===== src/hdl/max_args_pkg.sv =====
`default_nettype none

package max_args_pkg;

    // Index and bus widths.
    localparam int IDX_WIDTH  = 16;
    localparam int DATA_WIDTH = 32;
    localparam int ADDR_WIDTH = 2;

    // Register map, word addresses.
    localparam logic [ADDR_WIDTH-1:0] ADDR_ID     = 2'd0;
    localparam logic [ADDR_WIDTH-1:0] ADDR_POS    = 2'd1;
    localparam logic [ADDR_WIDTH-1:0] ADDR_MAX    = 2'd2;
    localparam logic [ADDR_WIDTH-1:0] ADDR_SWEEPS = 2'd3;

    localparam logic [DATA_WIDTH-1:0] MAX_ARGS_ID = 32'h1122_2233;

    // Coordinates of the maximum as packed into one word.
    typedef struct packed {
        logic [IDX_WIDTH-1:0] tau;
        logic [IDX_WIDTH-1:0] freq;
    } pos_word_t;

    // One register word, seen either raw or as a position.
    typedef union packed {
        logic [DATA_WIDTH-1:0] raw;
        pos_word_t             pos;
    } reg_word_u;

endpackage

`default_nettype wire

===== src/hdl/max_result_if.sv =====
`default_nettype none

interface max_result_if #(
    parameter int IN_WIDTH = 18
);
    import max_args_pkg::*;

    logic [IN_WIDTH-1:0]  max_val;
    logic [IDX_WIDTH-1:0] max_tau;
    logic [IDX_WIDTH-1:0] max_freq;
    // High once a sample was taken since the last clear.
    logic                 valid;

    modport tracker (
        output max_val, max_tau, max_freq, valid
    );

    modport regs (
        input max_val, max_tau, max_freq, valid
    );

endinterface

`default_nettype wire


===== src/hdl/max_args_top.sv =====
`default_nettype none

module max_args_top #(
    parameter int                                  IN_WIDTH = 18,
    parameter logic [max_args_pkg::DATA_WIDTH-1:0] ID       = max_args_pkg::MAX_ARGS_ID
) (
    input  wire                                 core_clk,
    input  wire                                 resetn,
    input  wire                                 reset_max,
    input  wire                                 we,
    input  wire  [IN_WIDTH-1:0]                 r,
    input  wire  [max_args_pkg::IDX_WIDTH-1:0]  tau,
    input  wire  [max_args_pkg::IDX_WIDTH-1:0]  freq,
    input  wire                                 rd,
    input  wire  [max_args_pkg::ADDR_WIDTH-1:0] addr,
    output logic [max_args_pkg::DATA_WIDTH-1:0] rdata,
    output logic                                rvalid
);

    import max_args_pkg::*;

    logic                  clear;
    logic                  snapshot;
    logic [DATA_WIDTH-1:0] sweep_count;

    // Samples must fit in one register word.
    if (IN_WIDTH < 1 || IN_WIDTH > DATA_WIDTH) begin : g_bad_width
        $error("max_args_top: IN_WIDTH out of range");
    end

    max_result_if #(.IN_WIDTH(IN_WIDTH)) res_if ();

    sweep_ctrl u_sweep_ctrl (
        .core_clk    (core_clk),
        .resetn      (resetn),
        .reset_max   (reset_max),
        .we          (we),
        .clear       (clear),
        .snapshot    (snapshot),
        .sweep_count (sweep_count)
    );

    max_tracker #(
        .IN_WIDTH (IN_WIDTH)
    ) u_max_tracker (
        .core_clk (core_clk),
        .resetn   (resetn),
        .clear    (clear),
        .we       (we),
        .r        (r),
        .tau      (tau),
        .freq     (freq),
        .res      (res_if.tracker)
    );

    result_regs #(
        .IN_WIDTH (IN_WIDTH),
        .ID       (ID)
    ) u_result_regs (
        .core_clk    (core_clk),
        .resetn      (resetn),
        .clear       (clear),
        .snapshot    (snapshot),
        .sweep_count (sweep_count),
        .res         (res_if.regs),
        .rd          (rd),
        .addr        (addr),
        .rdata       (rdata),
        .rvalid      (rvalid)
    );

endmodule

`default_nettype wire


===== src/hdl/result_regs.sv =====
`default_nettype none

module result_regs #(
    parameter int                                IN_WIDTH = 18,
    parameter logic [max_args_pkg::DATA_WIDTH-1:0] ID       = max_args_pkg::MAX_ARGS_ID
) (
    input  wire                                 core_clk,
    input  wire                                 resetn,
    input  wire                                 clear,
    input  wire                                 snapshot,
    input  wire  [max_args_pkg::DATA_WIDTH-1:0] sweep_count,
    max_result_if.regs                          res,
    input  wire                                 rd,
    input  wire  [max_args_pkg::ADDR_WIDTH-1:0] addr,
    output logic [max_args_pkg::DATA_WIDTH-1:0] rdata,
    output logic                                rvalid
);

    import max_args_pkg::*;

    logic [IN_WIDTH-1:0]   snap_max;
    logic [IDX_WIDTH-1:0]  snap_tau;
    logic [IDX_WIDTH-1:0]  snap_freq;
    logic [DATA_WIDTH-1:0] snap_sweeps;
    reg_word_u             word;

    // Snapshot of the last completed sweep.
    always_ff @(posedge core_clk or negedge resetn) begin
        if (!resetn) begin
            snap_max    <= '0;
            snap_tau    <= '0;
            snap_freq   <= '0;
            snap_sweeps <= '0;
        end else if (clear) begin
            snap_max    <= '0;
            snap_tau    <= '0;
            snap_freq   <= '0;
            snap_sweeps <= '0;
        end else if (snapshot) begin
            // An empty sweep reports a zero maximum at the origin.
            snap_max    <= res.valid ? res.max_val  : '0;
            snap_tau    <= res.valid ? res.max_tau  : '0;
            snap_freq   <= res.valid ? res.max_freq : '0;
            snap_sweeps <= sweep_count;
        end
    end

    always_comb begin
        word.raw = '0;
        case (addr)
            ADDR_ID: begin
                word.raw = ID;
            end
            ADDR_POS: begin
                word.pos.tau  = snap_tau;
                word.pos.freq = snap_freq;
            end
            ADDR_MAX: begin
                word.raw[IN_WIDTH-1:0] = snap_max;
            end
            default: begin
                word.raw = snap_sweeps;
            end
        endcase
    end

    // Registered read, so a read next to a snapshot sees the old copy.
    always_ff @(posedge core_clk or negedge resetn) begin
        if (!resetn) begin
            rvalid <= 1'b0;
            rdata  <= '0;
        end else begin
            rvalid <= rd;
            if (rd) begin
                rdata <= word.raw;
            end
        end
    end

    a_rvalid_follows_rd : assert property (
        @(posedge core_clk) disable iff (!resetn)
        rd |=> rvalid
    ) else $error("result_regs: rd without rvalid one cycle later");

endmodule

`default_nettype wire


===== src/hdl/sweep_ctrl.sv =====
`default_nettype none

module sweep_ctrl (
    input  wire                                 core_clk,
    input  wire                                 resetn,
    input  wire                                 reset_max,
    input  wire                                 we,
    output logic                                clear,
    output logic                                snapshot,
    output logic [max_args_pkg::DATA_WIDTH-1:0] sweep_count
);

    logic we_q;
    logic we_fall;

    always_ff @(posedge core_clk or negedge resetn) begin
        if (!resetn) begin
            we_q <= 1'b0;
        end else begin
            we_q <= we;
        end
    end

    // End of sweep.
    assign we_fall = we_q && !we;

    // Clear takes priority. A sweep ending under reset_max is dropped.
    always_ff @(posedge core_clk or negedge resetn) begin
        if (!resetn) begin
            clear       <= 1'b0;
            snapshot    <= 1'b0;
            sweep_count <= '0;
        end else if (reset_max) begin
            clear       <= 1'b1;
            snapshot    <= 1'b0;
            sweep_count <= '0;
        end else if (we_fall) begin
            clear       <= 1'b0;
            snapshot    <= 1'b1;
            sweep_count <= sweep_count + 1'b1;
        end else begin
            clear       <= 1'b0;
            snapshot    <= 1'b0;
        end
    end

    a_strobes_exclusive : assert property (
        @(posedge core_clk) disable iff (!resetn)
        !(snapshot && clear)
    ) else $error("sweep_ctrl: snapshot and clear high together");

endmodule

`default_nettype wire


===== src/hdl/max_tracker.sv =====
`default_nettype none

module max_tracker #(
    parameter int IN_WIDTH = 18
) (
    input  wire                               core_clk,
    input  wire                               resetn,
    input  wire                               clear,
    input  wire                               we,
    input  wire  [IN_WIDTH-1:0]               r,
    input  wire  [max_args_pkg::IDX_WIDTH-1:0] tau,
    input  wire  [max_args_pkg::IDX_WIDTH-1:0] freq,
    max_result_if.tracker                     res
);

    logic empty;
    logic take;

    // A clear in this cycle makes the incoming sample the first of a new run.
    assign empty = clear || !res.valid;

    // Strictly greater only, so the first of equal maxima keeps its place.
    assign take = we && (empty || (r > res.max_val));

    always_ff @(posedge core_clk or negedge resetn) begin
        if (!resetn) begin
            res.max_val  <= '0;
            res.max_tau  <= '0;
            res.max_freq <= '0;
            res.valid    <= 1'b0;
        end else if (take) begin
            res.max_val  <= r;
            res.max_tau  <= tau;
            res.max_freq <= freq;
            res.valid    <= 1'b1;
        end else if (clear) begin
            res.max_val  <= '0;
            res.max_tau  <= '0;
            res.max_freq <= '0;
            res.valid    <= 1'b0;
        end
    end

    // Once set, the maximum only empties through a clear strobe.
    a_valid_falls_on_clear : assert property (
        @(posedge core_clk) disable iff (!resetn)
        $fell(res.valid) |-> $past(clear)
    ) else $error("max_tracker: valid dropped without clear");

endmodule

`default_nettype wire


===== config.mk =====
export PLATFORM = sky130hd
export DESIGN_NAME = max_args_top
export DESIGN_NICKNAME = d
export VERILOG_FILES = /design/src/hdl/max_args_pkg.sv /design/src/hdl/max_result_if.sv /design/src/hdl/max_args_top.sv /design/src/hdl/result_regs.sv /design/src/hdl/sweep_ctrl.sv /design/src/hdl/max_tracker.sv
export SDC_FILE = /design/constraint.sdc
export NUM_CORES = 1
export LEC_CHECK = 0
export BUFFER_PORTS_ARGS = -buffer_cell sky130_fd_sc_hd__buf_2
export CAP_MARGIN = 20
export CORE_AREA = 8 8 136 138
export DETAILED_ROUTE_END_ITERATION = 10
export DIE_AREA = 0 0 144 146
export PLACE_DENSITY_LB_ADDON = 0.12
export SLEW_MARGIN = 20
export SYNTH_ARGS = -nofsm -noshare
export SYNTH_HDL_FRONTEND = slang
export SYNTH_SLANG_ARGS = --single-unit

===== constraint.sdc =====
create_clock -name core_clk -period 2.9 [get_ports core_clk]
set_clock_uncertainty 0.05 [all_clocks]
set_input_delay 0.145 -clock core_clk [delete_from_list [all_inputs] [get_ports core_clk]]
set_output_delay 0.145 -clock core_clk [all_outputs]
set_load 0.01 [all_outputs]

==> flow_summary.json, run 1 <==
{
  "maxCapViolations": 0,
  "diodes": 0,
  "fin_cells": 1256,
  "avgViaCountPerCell": 5.90,
  "synth_cell_type_count": 47,
  "grt_antenna_before_repair": 0,
  "numPortBuffers": 89,
  "drc": 0,
  "cts_tree": "built",
  "ys_top_cells_by_area": "dfrtp_1 (52%), mux2i_1 (5.3%), a211o_1 (4.5%)",
  "swShare": 0.255,
  "cp_max_fo": 39,
  "multi_input_area_mm2": 0.00421,
  "p_seq_frac": 0.454,
  "htree_num_levels": 1,
  "die-area_mm2": 0.0210,
  "place_ws_ps": 355,
  "status": "finished, final reports clean",
  "slew_viol_final": 0,
  "grt_usage": 0.236,
  "power_density_mw_per_mm2": 612,
  "gp_congestion": 0.869,
  "cts_root_buf": "clkbuf_16",
  "period_needed_ps": 2570,
  "fin_ws_ps": 335,
  "ios": 90,
  "seqCellArea_mm2": 0.00503,
  "wl_per_cell_um": 19.3,
  "r2r_start": "u_max_tracker.res.max_val[17]",
  "p_sw_mw": 1.79,
  "vias": 7406,
  "end_kind": "register",
  "hold_viol_final": 0,
  "die_w_um": 144,
  "hold_depth": 4,
  "leakage_nw": 5.41,
  "power.internal_mw": 5.22,
  "arrival_ps": 2880,
  "synth_area_mm2": 0.00967,
  "hpwl_um": 16400,
  "p_clk_frac": 0.410,
  "syn-mean-instance-area_um2": 10.4,
  "r2r_cells": 9,
  "criticalPathCategory": "register to register",
  "drt_iter0_markers": 597,
  "setup_viol": 0,
  "cts-buffers-inserted": 22,
  "clk_path_buf_depth": 3,
  "syn_inst": 929,
  "grt_overflow_total": 0,
  "cts_resized": 0,
  "r2r-end": "u_max_tracker.res.max_val[14]",
  "clk_pin_slew_worst_paths_ps": 60,
  "synth_seq_cells": 201,
  "cts.sinks": 201,
  "ant_nets": 0,
  "hold_end": "u_max_tracker.res.max_tau[2]",
  "rsz0062_at_grt": "false",
  "start_util": 0.594,
  "r2r_slack_ps": 330,
  "syn_to_final_growth_pct": 18.5,
  "ys_seq_area_frac": 0.520,
  "drive_gt1_frac": 0.167,
  "fin_nets": 1098,
  "core_mm2": 0.0163,
  "wl_um": 24200,
  "dr.pass1.iters": 5,
  "ys_warn_count": 0,
  "period_share": 0.885,
  "max-slew-margin-rel": 0.466,
  "irDropWorstVdd_mv": 0.579,
  "dp_cells": 1183,
  "yosysTopAreaCell": "dfrtp_1",
  "num_rows": 47,
  "hold_path.class": "input pin to register",
  "hp-start": "tau[2]",
  "grt_pass1_wl_um": 40200,
  "pwr-share-comb": 0.136,
  "worst_pin_slew_ps": 800,
  "setup_tns_ps": 0,
  "synth_top_area_frac": 0.520,
  "n_fill_cell": 1208,
  "fp.dieH_um": 146,
  "required_ps": 3220,
  "synth_fp_nets": 1005,
  "fmax_mhz": 390,
  "grt_pass1_vias": 7387,
  "critPathLaunchType": "register",
  "insertion_delay_ps": 490,
  "grt_max_degree": 91
}
## sequential cells by signal (all words and copies together) (netlist names), 16 cells and up
name	cells
u_max_tracker.res.max_tau	16
u_result_regs.snap_sweeps	32
u_result_regs.rdata	32
u_result_regs.snap_tau	16
u_max_tracker.res.max_val	18
u_result_regs.snap_max	18
u_max_tracker.res.max_freq	16
u_sweep_ctrl.sweep_count	32
u_result_regs.snap_freq	16
## cell families (layout without fill, tap and decap cells)
kind of cell	Yosys count	in the layout	synth area share
compound gates	248	248	0.189
xor+xnor	16	16	0.0145
fa+ha+maj	19	19	0.0246
simple gates	257	257	0.134
buf+inv	123	230	0.0485
flops	201	201	0.520
mux	65	65	0.0691
## what timing repair did
item,4_1_cts,5_1_grt
hold endpoints to repair,90,0
setup buffers,0,0
endpoints found under the setup margin,0,0
hold buffers,35,0
## routing by layer
layer / up-vias / part of all wire / GRT usage
met5: - / 0 / 0
met4: 0 / 0.017 / 0.0521
met3: 30 / 0.056 / 0.0423
met2: 219 / 0.46 / 0.354
met1: 3643 / 0.47 / 0.349
li1: 3514 / - / -
## synth_stat cells, drive strengths merged
library cell  count
mux2             14
nand3            13
a32o              1
a31o              1
nor2             67
a21oi            35
nand2b            1
o221ai            1
and4              2
and2              1
o31ai             2
nand4b            3
nor4              4
buf              14
o22ai            11
xnor2            14
a22oi            12
nor3              9
xor2              2
o211ai            7
o21ai            24
nand2            75
a41o              1
clkbuf           62
or4               3
ha               19
o41ai             1
a21o              1
nand4bb           1
nand4             9
a31oi             1
dfrtp           201
mux2i            51
inv              47
and3              1
or3               9
a211o            50
a22o             50
a211oi           50
nor2b            58
nor3b             1
## worst max-delay path by stage
| stage | startpoint | end | slack, ps |
|---|---|---|---|
| after floorplan | u_max_tracker.res.max_val[17] | u_max_tracker.res.max_freq[14] | 500 |
| after global placement | u_max_tracker.res.max_val[17] | u_max_tracker.res.max_tau[7] | 370 |
| after detailed placement | u_max_tracker.res.max_val[17] | u_max_tracker.res.max_freq[2] | 350 |
| after CTS | u_max_tracker.res.max_val[17] | u_max_tracker.res.max_val[14] | 340 |
| after global routing | u_max_tracker.res.max_val[17] | u_max_tracker.res.max_val[13] | 200 |
| final | u_max_tracker.res.max_val[17] | u_max_tracker.res.max_val[14] | 330 |
## critical path, stage by stage, from the launching register on
cell     delay, ps
dfrtp_1        370
inv_1           50
ha_1           300
nand4_1        210
nor4_1         320
buf_4          170
a21oi_1         60
a32o_2         370
buf_12         210
a211o_1        320
## power by group through the flow
stage	logic (mW)	clock network [mW]	registers (mW)
finish	0.954	2.87	3.19
CTS	0.960	2.92	3.18
global placement	0.901	0	3.22
global route	1.06	3.04	3.21
floorplan	0.597	0	3.17
detailed placement	0.920	0	3.23
## placed cells by master (no fill, tap or decap), types with 4 or more instances in the layout
master	n
a211o_1	50
a211oi_1	50
a21oi_1	35
a22o_1	50
a22oi_1	11
buf_12	4
buf_2	88
buf_4	17
clkbuf_16	23
clkbuf_8	8
dfrtp_1	200
dlygate4sd3_1	35
ha_1	19
inv_1	47
mux2_2	14
mux2i_1	51
nand2_1	75
nand3_1	12
nand4_1	7
nor2_1	66
nor2b_1	57
nor3_1	9
nor4_1	4
o211ai_1	7
o21ai_0	24
o22ai_1	11
or3_1	6
xnor2_1	14
## metrics by stage
step | hold slack [ps] | instance area (um2) | total power [mW] | utilization
floorplan | -201 | 9670 | 3.77 | -
global placement | 103 | 10400 | 4.13 | 0.636
detailed placement | 102 | 10400 | 4.15 | 0.636
CTS | 0.397 | 11500 | 7.06 | 0.704
global route | 33.8 | 11500 | 7.30 | 0.704
finish | 11.9 | 11500 | 7.01 | 0.704
## cell type report
| type | count | share of cell area |
|---|---|---|
| repair buffers | 145 | 0.0883 |
| clock buffers | 33 | 0.0596 |
| flip-flops and latches | 201 | 0.439 |
| multi-input cells | 605 | 0.367 |
| inverters | 47 | 0.0154 |
| well taps | 220 | 0.0240 |
| clock inverters | 5 | 0.00676 |
Power figures use the tool's default switching activity.
==> run 2, diff against run 1 <==
SETUP_SLACK_MARGIN = 0.4   (was default)
==> flow_summary.json, run 2 (synthesized netlist as in run 1, its figures left out) <==
{
  "hold_viol_final": 0,
  "diodes": 0,
  "setup_viol": 0,
  "n_fill_cell": 1187,
  "gp_congestion": 0.869,
  "start_util": 0.594,
  "reg_top3": "u_result_regs.rdata (32), u_result_regs.snap_sweeps (32), u_sweep_ctrl.sweep_count (32)",
  "syn_to_final_growth_pct": 19.7,
  "fp.dieH_um": 146,
  "p_seq_frac": 0.450,
  "cts-buffers-inserted": 22,
  "ios": 90,
  "end_kind": "register",
  "drive_gt1_frac": 0.180,
  "multi_input_area_mm2": 0.00424,
  "hpwl_um": 16400,
  "fmax_mhz": 413,
  "pwr-share-comb": 0.144,
  "status": "finished, final reports clean",
  "insertion_delay_ps": 500,
  "swShare": 0.255,
  "worst_pin_slew_ps": 797,
  "grt_max_degree": 91,
  "criticalPathCategory": "register to register",
  "rsz0062_at_grt": "true",
  "final_area_mm2": 0.0116,
  "final_util": 0.711,
  "hold_path.class": "input pin to register",
  "vias": 7485,
  "layout_common_cells": "dfrtp_1 (200), buf_2 (88), nand2_1 (75)",
  "dp_cells": 1183,
  "required_ps": 3230,
  "wl_per_cell_um": 19.2,
  "cts_tree": "built",
  "power.internal_mw": 5.27,
  "cpPeakStageDelay_ps": 390,
  "grt_usage": 0.237,
  "fin_cells": 1267,
  "clk_pin_slew_worst_paths_ps": 60,
  "period_needed_ps": 2420,
  "critPathLaunchType": "register",
  "ant_nets": 0,
  "cts.sinks": 201,
  "die_w_um": 144,
  "drt_iter0_markers": 646,
  "cts_root_buf": "clkbuf_16",
  "path_buf_inv": 3,
  "slew_viol_final": 0,
  "place_area_mm2": 0.0104,
  "fin_nets": 1109,
  "wl_um": 24400,
  "p_sw_mw": 1.81,
  "p_clk_frac": 0.406,
  "grt_overflow_total": 0,
  "place_ws_ps": 355,
  "clk_path_buf_depth": 3,
  "avgViaCountPerCell": 5.91,
  "grt_pass1_vias": 7400,
  "maxCapViolations": 0,
  "power_density_mw_per_mm2": 611,
  "seqCellArea_mm2": 0.00503,
  "setup_tns_ps": 0,
  "period_share": 0.836,
  "drc": 0,
  "numPortBuffers": 89,
  "max-slew-margin-rel": 0.468,
  "core_mm2": 0.0163,
  "num_rows": 47,
  "arrival_ps": 2750,
  "grt_pass1_wl_um": 40200,
  "cp_max_fo": 39,
  "grt_antenna_before_repair": 0,
  "leakage_nw": 5.47,
  "crit_chain": "inv_1 -> ha_1 -> nand4_1 -> nor4_1 -> buf_4 -> a21oi_1 -> a32o_2 -> buf_12 -> a211o_1",
  "die-area_mm2": 0.0210,
  "dr.pass1.iters": 6,
  "cp_slowest_cell": "dfrtp_1",
  "htree_num_levels": 1,
  "critPathTopFamily": "compound AO/OA/AOI/OAI gates",
  "final_common_cell": "dfrtp_1",
  "fin_ws_ps": 477,
  "irDropWorstVdd_mv": 0.559
}
-- run 2: cell count changes in the layout (fill, tap and decap cells not counted), sizes merged --
| cell | before | now |
|---|---|---|
| buf | 109 | 120 |
-- run 2: worst min-delay path, delay by kind of cell --
family	cells	cell delay, ps
buffers and inverters	1	80
AO/OA/AOI/OAI	1	100
AND/OR/NAND/NOR	2	200
-- run 2: through the flow --
stage,power [mW],hold WS (ps)
floorplan,3.77,-201
global placement,4.13,103
detailed placement,4.15,102
CTS,7.07,0.397
global route,7.37,33.8
finish,7.07,11.9
-- run 2: metal layers --
metal	GRT usage	part of all wire	routed length, um	vias up
li1	-	-	-	3541
met5	0	0	0	-
met2	0.354	0.46	11200	224
met1	0.350	0.47	11400	3686
met4	0.0521	0.018	433	0
met3	0.0423	0.055	1350	34
-- run 2: final cells by class --
cell class,instances,share of cell area
Sequential cell,201,0.434
Multi-Input combinational cell,605,0.366
Timing Repair Buffer,156,0.0948
Clock buffer,33,0.0590
Tap cell,220,0.0238
Inverter,47,0.0152
Clock inverter,5,0.00670
-- run 2: worst paths after layout --
kind                                                 from                        endpoint  slack [ps]  depth (start not counted)
max                          u_max_tracker.res.max_val[5]    u_max_tracker.res.max_tau[3]         480                          9
min                                                tau[2]    u_max_tracker.res.max_tau[2]          10                          4
max reg2reg                  u_max_tracker.res.max_val[5]    u_max_tracker.res.max_tau[3]         480                          9
min reg2reg                u_max_tracker.res.max_freq[11]  u_max_tracker.res.max_freq[11]         440                          1
max in group asynchronous                          resetn       u_result_regs.snap_tau[7]        1840                          3
min in group asynchronous                          resetn    u_result_regs.snap_sweeps[3]         140                          2
-- run 2: power groups by stage --
stage | registers, mW | logic, mW | clock network, mW
floorplan | 3.17 | 0.597 | 0
global placement | 3.22 | 0.901 | 0
detailed placement | 3.23 | 0.920 | 0
CTS | 3.18 | 0.970 | 2.92
global route | 3.20 | 1.13 | 3.04
finish | 3.18 | 1.02 | 2.87
-- run 2: repair_timing --
item                       CTS  global route
setup buffers                3             8
resized for setup            1             4
hold buffers                35             0
hold endpoints to repair    91             0
pin swaps                    1             3
setup endpoints to repair   40            54
